--- config.mk ---
export PLATFORM = sky130hd
export DESIGN_NAME = sampler_top
export DESIGN_NICKNAME = d
export VERILOG_FILES = /design/src/sampler_pkg.sv /design/src/reg_decode.sv /design/src/multi_sampler.sv /design/src/boxcar_decimator.sv /design/src/sampler_top.sv
export VERILOG_INCLUDE_DIRS = /design/src /design/src/src
export SDC_FILE = /design/constraint.sdc
export NUM_CORES = 1
export LEC_CHECK = 0
export CAP_MARGIN = 20
export CORE_MARGIN = 8
export CORE_UTILIZATION = 50
export DETAILED_ROUTE_END_ITERATION = 16
export DONT_BUFFER_PORTS = 1
export PLACE_DENSITY = 0.68
export SLEW_MARGIN = 10
export SYNTH_ARGS = -nofsm -noshare
export SYNTH_HDL_FRONTEND = slang
export SYNTH_SLANG_ARGS = --single-unit
--- constraint.sdc ---
create_clock -name clk -period 2.6 [get_ports clk]
set_clock_uncertainty 0.1 [all_clocks]
set_input_delay 0 -clock clk [delete_from_list [all_inputs] [get_ports clk]]
set_output_delay 0 -clock clk [all_outputs]
set_load 0.005 [all_outputs]
--- src/sampler_config.svh ---
`ifndef SAMPLER_CONFIG_SVH
`define SAMPLER_CONFIG_SVH

// base sampling period, counted in qualified ext_trig cycles.
`define SAMPLE_PERIOD_WI 8

// downsampling ratio, counted in base sample pulses.
`define DSAMPLE_WI 8

// signed adc word.
`define ADC_WI 16

// boxcar sum holds up to 2**DSAMPLE_WI samples without overflow.
`define SUM_WI (`ADC_WI + `DSAMPLE_WI)

// host register address.
`define REG_ADDR_WI 2

// number of downsampling channels.
`define N_DSAMPLE 3

`endif

--- src/sampler_pkg.sv ---
`default_nettype none

`include "sampler_config.svh"

package sampler_pkg;

   // register map, one opcode per host address.
   typedef enum logic [`REG_ADDR_WI-1:0] {
      op_base_period = 2'd0,
      op_dsample0    = 2'd1,
      op_dsample1    = 2'd2,
      op_dsample2    = 2'd3
   } reg_op_t;

   // configuration held by the register block.
   typedef struct packed {
      logic [`SAMPLE_PERIOD_WI-1:0]           sample_period;
      logic [`N_DSAMPLE-1:0][`DSAMPLE_WI-1:0] dsample_period;
   } sampler_cfg_t;

   // dsample_stb bits only ever fire together with sample.
   typedef struct packed {
      logic                  sample;
      logic [`N_DSAMPLE-1:0] dsample_stb;
   } strobe_t;

   // per-channel boxcar results, each sum is two's complement.
   typedef struct packed {
      logic [`N_DSAMPLE-1:0]              valid;
      logic [`N_DSAMPLE-1:0][`SUM_WI-1:0] sum;
   } result_t;

endpackage

`default_nettype wire

--- src/reg_decode.sv ---
`timescale 1ns/100ps
`default_nettype none

`include "sampler_config.svh"

module reg_decode (
   input  logic                      clk,
   input  logic                      reset,
   input  logic                      wr_stb,
   input  logic [`REG_ADDR_WI-1:0]   wr_addr,
   input  logic [15:0]               wr_data,
   output sampler_pkg::sampler_cfg_t cfg
);

   // reset values give a sample on every trigger and no downsampling.
   localparam logic [`SAMPLE_PERIOD_WI-1:0] BASE_PERIOD_RST = 1;
   localparam logic [`DSAMPLE_WI-1:0]       DSAMPLE_RST     = 1;

   sampler_pkg::reg_op_t      op;
   sampler_pkg::sampler_cfg_t cfg_r;

   // address to opcode map.
   function automatic sampler_pkg::reg_op_t addr_to_op(
      input logic [`REG_ADDR_WI-1:0] addr
   );
      sampler_pkg::reg_op_t res;
      case (addr)
         2'd0:    res = sampler_pkg::op_base_period;
         2'd1:    res = sampler_pkg::op_dsample0;
         2'd2:    res = sampler_pkg::op_dsample1;
         default: res = sampler_pkg::op_dsample2;
      endcase
      return res;
   endfunction

   assign op = addr_to_op(wr_addr);

   // writes take effect on the next edge.
   always_ff @(posedge clk) begin
      if (reset) begin
         cfg_r.sample_period <= BASE_PERIOD_RST;
         for (int k = 0; k < `N_DSAMPLE; k++) begin
            cfg_r.dsample_period[k] <= DSAMPLE_RST;
         end
      end else if (wr_stb) begin
         case (op)
            sampler_pkg::op_base_period: begin
               cfg_r.sample_period <= wr_data[`SAMPLE_PERIOD_WI-1:0];
            end
            sampler_pkg::op_dsample0: begin
               cfg_r.dsample_period[0] <= wr_data[`DSAMPLE_WI-1:0];
            end
            sampler_pkg::op_dsample1: begin
               cfg_r.dsample_period[1] <= wr_data[`DSAMPLE_WI-1:0];
            end
            sampler_pkg::op_dsample2: begin
               cfg_r.dsample_period[2] <= wr_data[`DSAMPLE_WI-1:0];
            end
         endcase
      end
   end

   // zero values pass through unchanged and the sampler treats them as 1.
   assign cfg = cfg_r;

endmodule

`default_nettype wire

--- src/multi_sampler.sv ---
`timescale 1ns/100ps
`default_nettype none

`include "sampler_config.svh"

module multi_sampler (
   input  logic                      clk,
   input  logic                      reset,
   input  logic                      ext_trig,
   input  sampler_pkg::sampler_cfg_t cfg,
   output sampler_pkg::strobe_t      stb
);

   localparam logic [`SAMPLE_PERIOD_WI-1:0] BASE_ONE = 1;
   localparam logic [`DSAMPLE_WI-1:0]       DS_ONE   = 1;

   logic [`SAMPLE_PERIOD_WI-1:0]           period_eff;
   logic [`SAMPLE_PERIOD_WI-1:0]           samp_per_r;   // period seen at last trigger.
   logic [`SAMPLE_PERIOD_WI-1:0]           base_count;
   logic                                   period_changed;
   logic                                   base_wrap;
   logic                                   sample_r;
   logic [`N_DSAMPLE-1:0][`DSAMPLE_WI-1:0] ratio_eff;
   logic [`N_DSAMPLE-1:0][`DSAMPLE_WI-1:0] ds_count;
   logic [`N_DSAMPLE-1:0]                  ds_hit;

   // a period of 0 behaves as 1.
   assign period_eff = (cfg.sample_period == '0) ? BASE_ONE : cfg.sample_period;

   // restart only matters once the count has moved off zero.
   assign period_changed = (cfg.sample_period != samp_per_r) && (base_count != '0);
   assign base_wrap      = (base_count == period_eff - BASE_ONE);

   // base counter, advances on qualifying trigger cycles only.
   always_ff @(posedge clk) begin
      if (reset) begin
         samp_per_r <= '0;
         base_count <= '0;
         sample_r   <= 1'b0;
      end else begin
         // pulse is one cycle after a trigger that found the count at zero.
         sample_r <= ext_trig && (base_count == '0);
         if (ext_trig) begin
            samp_per_r <= cfg.sample_period;
            if (period_changed || base_wrap)
               base_count <= '0;
            else
               base_count <= base_count + BASE_ONE;
         end
      end
   end

   // downsampling counters.
   // each channel fires on the pulse where its count sits at 1,
   // then reloads its ratio, so the first pulse after reset fires all of them.
   always_comb begin
      for (int k = 0; k < `N_DSAMPLE; k++) begin
         ratio_eff[k] = (cfg.dsample_period[k] == '0) ? DS_ONE : cfg.dsample_period[k];
         ds_hit[k]    = (ds_count[k] == DS_ONE);
      end
   end

   always_ff @(posedge clk) begin
      if (reset) begin
         for (int k = 0; k < `N_DSAMPLE; k++) begin
            ds_count[k] <= DS_ONE;
         end
      end else if (sample_r) begin
         for (int k = 0; k < `N_DSAMPLE; k++) begin
            if (ds_hit[k])
               ds_count[k] <= ratio_eff[k];          // reload.
            else
               ds_count[k] <= ds_count[k] - DS_ONE;
         end
      end
   end

   assign stb.sample      = sample_r;
   assign stb.dsample_stb = ds_hit & {`N_DSAMPLE{sample_r}};  // aligned with the pulse.

endmodule

`default_nettype wire

--- src/boxcar_decimator.sv ---
`timescale 1ns/100ps
`default_nettype none

`include "sampler_config.svh"

module boxcar_decimator (
   input  logic                        clk,
   input  logic                        reset,
   input  sampler_pkg::strobe_t        stb,
   input  logic signed [`ADC_WI-1:0]   adc_data,
   output sampler_pkg::result_t        result
);

   logic signed [`SUM_WI-1:0]          adc_ext;
   logic signed [`SUM_WI-1:0]          acc      [`N_DSAMPLE];
   logic signed [`SUM_WI-1:0]          acc_next [`N_DSAMPLE];
   logic [`N_DSAMPLE-1:0]              fire;
   logic [`N_DSAMPLE-1:0]              valid_r;
   logic [`N_DSAMPLE-1:0][`SUM_WI-1:0] sum_r;

   assign adc_ext = adc_data;  // sign extends.

   // a channel closes its window only on a sample pulse.
   assign fire = stb.dsample_stb & {`N_DSAMPLE{stb.sample}};

   // running sum including the sample of this pulse.
   always_comb begin
      for (int k = 0; k < `N_DSAMPLE; k++) begin
         acc_next[k] = acc[k] + adc_ext;
      end
   end

   // accumulators and valid flags.
   always_ff @(posedge clk) begin
      if (reset) begin
         valid_r <= '0;
         for (int k = 0; k < `N_DSAMPLE; k++) begin
            acc[k] <= '0;
         end
      end else begin
         valid_r <= fire;  // single-cycle valid per closed window.
         if (stb.sample) begin
            for (int k = 0; k < `N_DSAMPLE; k++) begin
               if (fire[k])
                  acc[k] <= '0;         // start a new window.
               else
                  acc[k] <= acc_next[k];
            end
         end
      end
   end

   // captured sums, qualified by valid_r.
   always_ff @(posedge clk) begin
      for (int k = 0; k < `N_DSAMPLE; k++) begin
         if (fire[k])
            sum_r[k] <= acc_next[k];
      end
   end

   assign result.valid = valid_r;
   assign result.sum   = sum_r;

endmodule

`default_nettype wire

--- src/sampler_top.sv ---
`timescale 1ns/100ps
`default_nettype none

`include "sampler_config.svh"

module sampler_top (
   input  logic                      clk,
   input  logic                      reset,
   input  logic                      ext_trig,
   input  logic                      wr_stb,
   input  logic [`REG_ADDR_WI-1:0]   wr_addr,
   input  logic [15:0]               wr_data,
   input  logic signed [`ADC_WI-1:0] adc_data,
   output sampler_pkg::strobe_t      stb,
   output sampler_pkg::result_t      result
);

   sampler_pkg::sampler_cfg_t cfg;  // register block to sampler.

   // host register writes.
   reg_decode reg_decode_i (
      .clk     (clk),
      .reset   (reset),
      .wr_stb  (wr_stb),
      .wr_addr (wr_addr),
      .wr_data (wr_data),
      .cfg     (cfg)
   );

   // trigger to strobes, 1 cycle.
   multi_sampler multi_sampler_i (
      .clk      (clk),
      .reset    (reset),
      .ext_trig (ext_trig),
      .cfg      (cfg),
      .stb      (stb)
   );

   // strobes to results, 1 more cycle.
   boxcar_decimator boxcar_decimator_i (
      .clk      (clk),
      .reset    (reset),
      .stb      (stb),
      .adc_data (adc_data),
      .result   (result)
   );

endmodule

`default_nettype wire

Word level (Yosys, flattened, before mapping) --
Memories as Yosys holds them, arrays and structs flattened. Cells that the tools add are included.
Storage, ports and cells: word-level logic and storage cells 97, RAM bits 72, input bits 38, output and inout port bits 79, memories 1, register bits after elaboration 148
Memory list:
- boxcar_decimator_i.acc | words 3, width 24, rd ports 3, clocked after Yosys merged registers in 0, write ports 3, RTL line boxcar_decimator.sv:15 | logic signed [`SUM_WI-1:0] acc [`N_DSAMPLE];
Cells by class: equality and inequality tests 10, reductions and logical operators 15, add/subtract/negate cells 8, mux-type cells 41, bitwise operators 8
Operator list (count):
- two-way mux 24 bit | 6
- adder 24 x 16 -> 24 bit | 3
- two-way mux 8 bit | 8
- zero test 8 bit | 5
- subtractor 8 x 1 -> 8 bit (second input constant) | 4
- two-way mux 1 bit | 26
- equality test 8 x 1 -> 1 bit (second input constant) | 3
- adder 8 x 1 -> 8 bit (second input constant) | 1
- equality test 8 bit | 1
- != test 8 bit | 1
- AND reduction 2 bit | 4
- nonzero test 8 bit | 1
- AND 3 bit | 2
- equality test 2 bit (second input constant) | 3
- OR 1 bit | 6
- case mux 2 bit (3 select lines) | 1
- equality test 2 x 1 -> 1 bit (second input constant) | 2
- zero test 2 bit | 2
- logical AND 1 bit | 2
- logical OR 1 bit | 1

Longest topological paths before layout --
Gate-level depths: netlist (run 1).
depth in word-level cells 9, gate-level depth with buffers 13, mapped depth without buffers 12

By module --
From an unflattened synthesis (run 1), not the netlist that was laid out.
Unflattened totals: cell total of the unflattened synthesis 1203, area, all modules 12480.7 um^2
By module, submodules not included:
- boxcar_decimator | area an instance 8633.3 um^2, cells each 764, instances 1, sequential area each 4384.2 um^2
- multi_sampler | area an instance 2577.5 um^2, cells each 323, instances 1, sequential area each 820.8 um^2
- reg_decode | area an instance 1270.0 um^2, cells each 116, instances 1, sequential area each 640.6 um^2

Least setup slack after synthesis (run 1) --
No wires, ideal clock.
kind reg-to-reg, from register reg_decode_i.cfg_r (netlist bit reg_decode_i.cfg[27]), to register multi_sampler_i.base_count[2], stages on the path, launching flop included 14, buffers on the path 1, arrival 2.613 ns, clock period less this slack 2.784 ns, data required time 2.430 ns, library setup time 0.070 ns, setup slack -0.184 ns, path through dfxtp_1 buf_2 or4_4 nor2_1 a21oi_1 ha_1 nor2b_1 nand3b_1 xnor2_1 nor2_1 a41oi_2 nand2_1 or3_1 a21oi_1
On the way: longest elaborated chain between the ends 6, elaborated cells on any way between the ends 8, those cells by class add/sub (1); eq/ne (2); mux (2); reduce/logical (3)
RTL lines:
- start: declaration | RTL line reg_decode.sv:20 | sampler_pkg::sampler_cfg_t cfg_r;
- zero test 8 bit | RTL line multi_sampler.sv:28 | assign period_eff = (cfg.sample_period == '0) ? BASE_ONE : cfg.sample_period;
- two-way mux 8 bit | RTL line multi_sampler.sv:28
- subtractor 8 x 1 -> 8 bit | RTL line multi_sampler.sv:32 | assign base_wrap = (base_count == period_eff - BASE_ONE);
- equality test 8 bit | RTL line multi_sampler.sv:32
- logical OR 1 bit * | RTL line multi_sampler.sv:45 | if (period_changed || base_wrap)
- two-way mux 8 bit * | RTL line multi_sampler.sv:45
- end signal: assignment | RTL line multi_sampler.sv:48 | base_count <= base_count + BASE_ONE;
- end: declaration | RTL line multi_sampler.sv:19 | logic [`SAMPLE_PERIOD_WI-1:0] base_count;
Every way passes the cells marked *; elsewhere a longest branch is shown, timed or not. A chain may end at the register's enable or synchronous reset.

==> key figures, run 1 <==
Critical path
  • Crit start category: register
  • Critical Path RT: 2770 ps
  • Max stage delay on crit path: 400 ps
  • Worst R2R End: boxcar_decimator_i.acc[2][22]
  • Crit-path cells: ha_4 > inv_2 > fa_2 > nor2b_2 > o2111a_2 > nor3_4 > or3b_4 > a31oi_4 > a31oi_4 > xnor2_2 > and3_1
  • R2r setup slk: -230 ps
  • CP endpoint: boxcar_decimator_i.acc[2][22]
  • WS Path Type: reg -> reg
  • CP bufs+invs: 1
  • FF-to-FF path depth: 11
  • RR Startpoint: boxcar_decimator_i.acc[2][0]
  • Cell repeated most along the worst path: a31oi_4
  • Critical Path End Type: register
  • Critical path arrival: 3000 ps
  • Delay-heaviest family, CP: simple AND/OR/NAND/NOR gates
  • Stages on worst setup path: 11
  • Critical path's slowest cell: or3b_4
  • Max Fanout on Critical Path: 3
  • Worst setup path startpoint: boxcar_decimator_i.acc[2][0]

Placement
  • IO buf count: 0
  • Placer congestion estimate: 0.865
  • Dpl cell area: 0.0130 sq mm
  • Post-Place Setup Slack: -258 ps
  • DP HPWL: 19800 microns

Global route
  • First-pass GRT wire length: 48100 microns
  • Vias in the first global route: 9214
  • GRT met1 Usage: 0.263
  • Antenna violations before repair: 0
  • Largest net degree at the start of global routing: 67
  • GRT Max-Usage Layer: met2
  • M2 GR Usage: 0.346
  • GR Util met3: 0.0315
  • All-Layer GR Usage: 0.204
  • Gr ovfl total: 0

STA
  • Final period util: 1.09
  • Tmin final: 2830 ps
  • Worst-margin pin slew: 925 ps
  • RSZ-0062 raised after global routing: true
  • Worst setup margin: -229 ps
  • Setup-failing EPs final: 19
  • Fin. Hold Viols: 0
  • F_max: 353 MHz
  • Slew Viols, Final: 0
  • Relative slew slack: 0.381

Synthesis
  • Number of synthesized register bits: 220
  • Post-Syn Area: 0.0119 sq mm
  • Syn Inst Count: 1139
  • Post-synthesis async set-or-reset flop share: 0
  • Synth cell types: 72
  • Post-Syn Area per Cell: 10.5 sq um
  • Syn_nets: 1258
  • Ys Warns: 0
  • Number of enable flip-flop cells after synthesis: 144
  • Seq/Total Area, Yosys: 0.490
  • Synth Flop Type: edfxtp_1

Status
  • Failing checks: negative setup slack
  • Outcome: finished, violations left

Cells and area
  • Share of cells above drive strength 1: 0.197
  • Final nets: 1443
  • Design area: 0.0155 sq mm
  • Diode count: 0
  • Most common cell after layout, fill and taps aside: edfxtp_1
  • Commonest non-fill, non-tap cells in the layout: edfxtp_1, buf_4, nand2_1
  • Area delta synth->final: 29.9%

Clock network
  • CTS tree: yes
  • TritonCTS Buffers: 25
  • CTS Root Cell: clkbuf_16
  • Clock-pin slew on the worst setup and hold paths: 60 ps
  • Worst skew pair latency: 520 ps
  • Clock Tree Buf Depth: 3
  • H-tree depth: 1
  • Clock sinks: 220

Die
  • CORE AREA: 0.0235 sq mm
  • Chip height: 170 microns
  • I/O pins: 117
  • Die ar.: 0.0290 sq mm
  • Initial Utilization: 0.508
  • Die X: 170 microns
  • Row count: 56

Power
  • VDD IR max: 536 uV
  • PwrDens: 679 mW/mm^2
  • Total power: 10.5 mW
  • Static leakage: 6.36 nW

Drt
  • Via-per-instance ratio: 5.58
  • Drt pass-1 iters: 5
  • Wirelength per Cell: 18.2 microns
  • Post-DRT Antenna Nets: 0
  • # DRC: 0
  • 1st-iter DRT viols: 523
  • Routed vias: 9262
  • Final WL: 30200 microns

Worst hold path
  • Worst hold path type: in -> reg

Run
  • Max_cap viols: 0
==> power by group <==
part           switching [mW]  total (mW)  internal (mW)
combinational            1.44        2.69           1.25
clock                    1.37        3.46           2.09
sequential              0.192        4.36           4.17
==> tightest hold or removal path, cell delays in order <==
cell	delay (ps)
ha_1	140
buf_4	130
a211oi_2	70
xnor2_1	170
==> per-layer routing <==
layer / vias up / share of wire
met2: 204 / 0.48
met3: 59 / 0.044
met4: 0 / 0.032
met5: - / 0
met1: 4461 / 0.44
li1: 4538 / -
==> worst min-delay path by stage <==
stage / startpoint / endpoint / slack (ps) / cells past startpoint
2_1_floorplan: wr_data[0] / reg_decode_i.cfg[16] / 20 / 2
3_3_place_gp: reset / multi_sampler_i.ds_count[11] / -10 / 1
3_5_place_dp: reset / reg_decode_i.cfg[23] / -10 / 1
4_1_cts: adc_data[1] / boxcar_decimator_i.result[51] / 1 / 4
5_1_grt: adc_data[1] / boxcar_decimator_i.result[51] / 20 / 4
6_report: adc_data[15] / boxcar_decimator_i.result[42] / 30 / 4
==> registers in the layout, indices dropped and copies added, names as in the netlist <==
register	flops
multi_sampler_i.base_count	8
reg_decode_i.cfg	32
multi_sampler_i.sample_r	1
boxcar_decimator_i.valid_r	3
boxcar_decimator_i.result	72
boxcar_decimator_i.acc	72
multi_sampler_i.ds_count	24
multi_sampler_i.samp_per_r	8
==> area by class of cell <==
type / instances / area, sq um
Fill cell: 1761 / 7990
Inverter: 38 / 146
Multi-Input combinational cell: 842 / 6490
Tap cell: 319 / 399
Sequential cell: 220 / 5850
Clock inverter: 6 / 80.1
Clock buffer: 38 / 718
Timing Repair Buffer: 197 / 1800
==> repair_timing <==
| action | 4_1_cts | 5_1_grt |
|---|---|---|
| setup buffers | 4 | 15 |
| resized for setup | 43 | 100 |
| hold buffers | 89 | 0 |
| endpoints found under the setup margin | 46 | 71 |
| gates cloned | 0 | 0 |
| endpoints found under the hold margin | 207 | 0 |
| pin swaps | 21 | 54 |
==> synth_stat cells, types with 7 or more instances <==
| cell | count | area, sq um |
|---|---|---|
| a21o_1 | 36 | 270 |
| xnor2_1 | 50 | 438 |
| nor4_1 | 8 | 50.1 |
| edfxtp_1 | 144 | 4320 |
| o21a_1 | 10 | 75.1 |
| a31oi_1 | 13 | 81.3 |
| ha_1 | 78 | 976 |
| o21bai_1 | 7 | 52.6 |
| and2_1 | 52 | 325 |
| nor2_1 | 81 | 304 |
| or3_1 | 9 | 56.3 |
| a211oi_1 | 18 | 135 |
| o21ai_0 | 34 | 170 |
| nor3_1 | 23 | 115 |
| nand4_1 | 10 | 62.6 |
| xor2_1 | 40 | 350 |
| mux2i_1 | 29 | 290 |
| clkbuf_1 | 33 | 124 |
| nand2_1 | 92 | 345 |
| inv_1 | 37 | 139 |
| nand2b_1 | 15 | 93.8 |
| o21ai_1 | 9 | 45.0 |
| nand3_1 | 16 | 80.1 |
| dfxtp_1 | 76 | 1520 |
| o211ai_1 | 9 | 67.6 |
| nor2b_1 | 13 | 81.3 |
| a21oi_1 | 82 | 410 |
| and3_1 | 30 | 188 |
==> kinds of logic (layout without fill, tap and decap cells) <==
family,after synthesis,count (layout),share of synthesized area
AOI/OAI and AO/OA,263,263,0.143
and+or+nand+nor,375,375,0.160
DFF,220,220,0.490
xor gates and xnor gates,92,92,0.0689
muxes,31,31,0.0262
adders and majority gates,81,81,0.0869
buffers and inverters,77,279,0.0247
==> metrics by stage <==
stage / setup TNS, ps / hold slack [ps] / cells / utilization
finish: -1200 / 27.4 / 1660 / 0.660
global route: -4790 / 21.2 / 1660 / 0.660
CTS: -1090 / 1.31 / 1647 / 0.635
detailed placement: -3930 / -13.4 / 1510 / 0.553
global placement: -2390 / -11.0 / 1510 / 0.553
floorplan: -98.0 / 24.0 / 1139 / -
(Power assumes the default switching activity.)
==> run 2: changes to the inputs <==
==> constraint.sdc (replaced) <==
create_clock -name clk -period 2.6 [get_ports clk]
set_clock_uncertainty 0.1 [all_clocks]
set_input_delay 0.13 -clock clk [delete_from_list [all_inputs] [get_ports clk]]
set_output_delay 0.13 -clock clk [all_outputs]
set_load 0.005 [all_outputs]
==> run 2 against run 1 <==
Net effect:
- the run ends with negative hold slack, negative setup slack left
- sequential power about the same
- via count up 0.62%
- clock power up 4%
- global-route usage down 0.20 points
- core utilization down 1.1 points
- die area unchanged
- critical path depth unchanged
- wire length up 0.38%
- cell count down 1.6%
- largest power group unchanged
==> key figures, run 2 (same netlist as run 1, synthesis figures left out) <==
Status
  • Outcome: finished, violations left
  • Failing checks: negative hold slack, negative setup slack

Cells and area
  • Diode count: 0 (unchanged)
  • Design area: 0.0152 sq mm (-1.7%)
  • Share of cells above drive strength 1: 0.211 (+0.0145)
  • Final nets: 1416 (-1.9%)
  • Seq. cell area: 0.00585 sq mm (unchanged)
  • Multi-input gate area: 0.00645 sq mm (-0.67%)
  • Area delta synth->final: 27.7%
  • Layout fillers: 1793 (+1.8%)
  • Most common cell after layout, fill and taps aside: edfxtp_1
  • Commonest non-fill, non-tap cells in the layout: edfxtp_1, buf_4, nand2_1

Placement
  • IO buf count: 0 (unchanged)
  • DP HPWL: 20000 microns (+0.71%)
  • Placer congestion estimate: 0.892 (+3.2%)
  • Dpl cell area: 0.0130 sq mm (+0.35%)

Clock network
  • CTS Root Cell: clkbuf_16
  • Clock Tree Buf Depth: 3 (unchanged)
  • Clock sinks: 220 (unchanged)
  • Clock-pin slew on the worst setup and hold paths: 60 ps (about the same)
  • Worst skew pair latency: 520 ps (about the same)
  • CTS tree: yes
  • H-tree depth: 1 (unchanged)
  • TritonCTS Buffers: 25 (unchanged)

Global route
  • All-Layer GR Usage: 0.202 (-0.00202)
  • Vias in the first global route: 9110 (-1.1%)
  • Largest net degree at the start of global routing: 66 (-1.5%)
  • Antenna violations before repair: 0 (unchanged)
  • First-pass GRT wire length: 47500 microns (-1.1%)
  • Gr ovfl total: 0 (unchanged)

Critical path
  • Worst R2R End: boxcar_decimator_i.acc[2][22]
  • Cell repeated most along the worst path: a31oi_4
  • CP bufs+invs: 1 (unchanged)
  • R2r setup slk: -170 ps (+60 ps)
  • FF-to-FF path depth: 11 (unchanged)
  • Critical Path RT: 2770 ps (about the same)
  • RR Startpoint: boxcar_decimator_i.acc[2][0]
  • WS Path Type: reg -> reg
  • Critical path arrival: 2940 ps (-60 ps)
  • Crit start category: register
  • Max Fanout on Critical Path: 2 (-1)
  • Crit-path cells: ha_2 > inv_2 > fa_2 > nor2b_4 > o2111a_1 > nor3_2 > or3b_4 > a31oi_4 > a31oi_4 > xnor2_2 > and3_1
  • Max stage delay on crit path: 390 ps (about the same)
  • Critical Path End Type: register
  • Delay-heaviest family, CP: simple AND/OR/NAND/NOR gates
  • Critical path's slowest cell: or3b_4

Drt
  • Via-per-instance ratio: 5.70 (+2.2%)
  • Drt pass-1 iters: 5 (unchanged)
  • Final WL: 30400 microns (+0.38%)
  • # DRC: 0 (unchanged)
  • Routed vias: 9319 (+0.62%)
  • Wirelength per Cell: 18.6 microns (+2.0%)
  • 1st-iter DRT viols: 571 (+9.2%)
  • Post-DRT Antenna Nets: 0 (unchanged)

STA
  • F_max: 361 MHz (+2.0%)
  • Tmin final: 2770 ps (-56.8 ps)
  • Final hold slack: -1.06 ps (-28.4 ps)
  • Setup-failing EPs final: 15 (-4)
  • Worst setup margin: -173 ps (+56.8 ps)
  • Slew Viols, Final: 0 (unchanged)
  • Worst-margin pin slew: 921 ps (-3.78 ps)
  • Relative slew slack: 0.384 (+0.00253)
  • Fin. Hold Viols: 1 (+1)
  • Final period util: 1.07 (-0.0218)
  • RSZ-0062 raised after global routing: true

Die
  • Initial Utilization: 0.508 (unchanged)
  • Die X: 170 microns (unchanged)
  • Row count: 56 (unchanged)
  • CORE AREA: 0.0235 sq mm (unchanged)
  • Chip height: 170 microns (unchanged)
  • I/O pins: 117 (unchanged)
  • Die ar.: 0.0290 sq mm (unchanged)

Worst hold path
  • Worst hold path type: in -> reg
  • Worst hold endpoint: boxcar_decimator_i.result[14]
  • Worst Hold Depth: 2 (-2)
  • Hold_sp: adc_data[14]

Power
  • Total power: 10.6 mW (+0.90%)
  • Sequential share of power: 0.411 (-0.004)
  • VDD IR max: 768 uV (+43%)
  • Switch share: 0.286 (+0.000601)
  • Clock power share: 0.338 (+0.009)
  • Psw: 3.04 mW (+1.1%)
  • PwrDens: 697 mW/mm^2 (+2.7%)
  • Combinational Power Share: 0.251 (-0.005)
  • Pint: 7.57 mW (+0.81%)
  • Static leakage: 6.25 nW (-1.7%)

Run
  • Max_cap viols: 0 (unchanged)
-- run 2: timing repair --
item	in CTS	in global routing
hold buffers	52	1
buffers inserted	6	14
setup endpoints to repair	53	63
hold endpoints to repair	107	1
gates cloned	0	1
resized for setup	48	95
pin swaps	37	55
-- run 2: layer usage --
layer  global-route usage  part of all wire  vias up
met1                0.262              0.44     4529
met4               0.0606             0.027        0
met3               0.0324             0.052       49
met5                    0                 0        -
met2                0.341              0.48      249
li1                     -                 -     4492
-- run 2: layout make-up --
cell class,instances,share of cell area
Tap cell,319,0.0262
Clock inverter,9,0.00691
Inverter,38,0.00978
Timing Repair Buffer,170,0.100
Clock buffer,36,0.0487
Multi-Input combinational cell,842,0.424
Sequential cell,220,0.384
-- run 2: metrics by stage --
stage / worst slack, ps / cells / TNS [ps] / hold WS, ps / utilization
after floorplan: -72.4 / 1139 / -98.0 / 154 / -
after global placement: -175 / 1516 / -2290 / 113 / 0.555
after detailed placement: -237 / 1516 / -3810 / 115 / 0.555
after CTS: -131 / 1619 / -894 / 3.71 / 0.625
after global routing: -259 / 1634 / -3820 / 15.9 / 0.648
final: -173 / 1634 / -970 / -1.06 / 0.648
-- run 2: worst max path at each step --
stage,start,endpoint,depth (start not counted)
5_1_grt,boxcar_decimator_i.acc[2][0],boxcar_decimator_i.acc[2][22],11
6_report,boxcar_decimator_i.acc[2][0],boxcar_decimator_i.acc[2][22],11
3_5_place_dp,boxcar_decimator_i.acc[2][0],boxcar_decimator_i.acc[2][22],11
4_1_cts,boxcar_decimator_i.acc[2][0],boxcar_decimator_i.acc[2][22],11
2_1_floorplan,reg_decode_i.cfg[30],multi_sampler_i.base_count[2],12
3_3_place_gp,boxcar_decimator_i.acc[2][0],boxcar_decimator_i.acc[2][22],11
-- run 2: power by group through the flow --
stage | logic, mW | clock network (mW) | registers (mW)
after floorplan | 1.49 | 0 | 4.36
after global placement | 2.12 | 0 | 4.42
after detailed placement | 2.15 | 0 | 4.43
after CTS | 2.37 | 3.65 | 4.36
after global routing | 2.91 | 3.77 | 4.39
final | 2.66 | 3.59 | 4.35
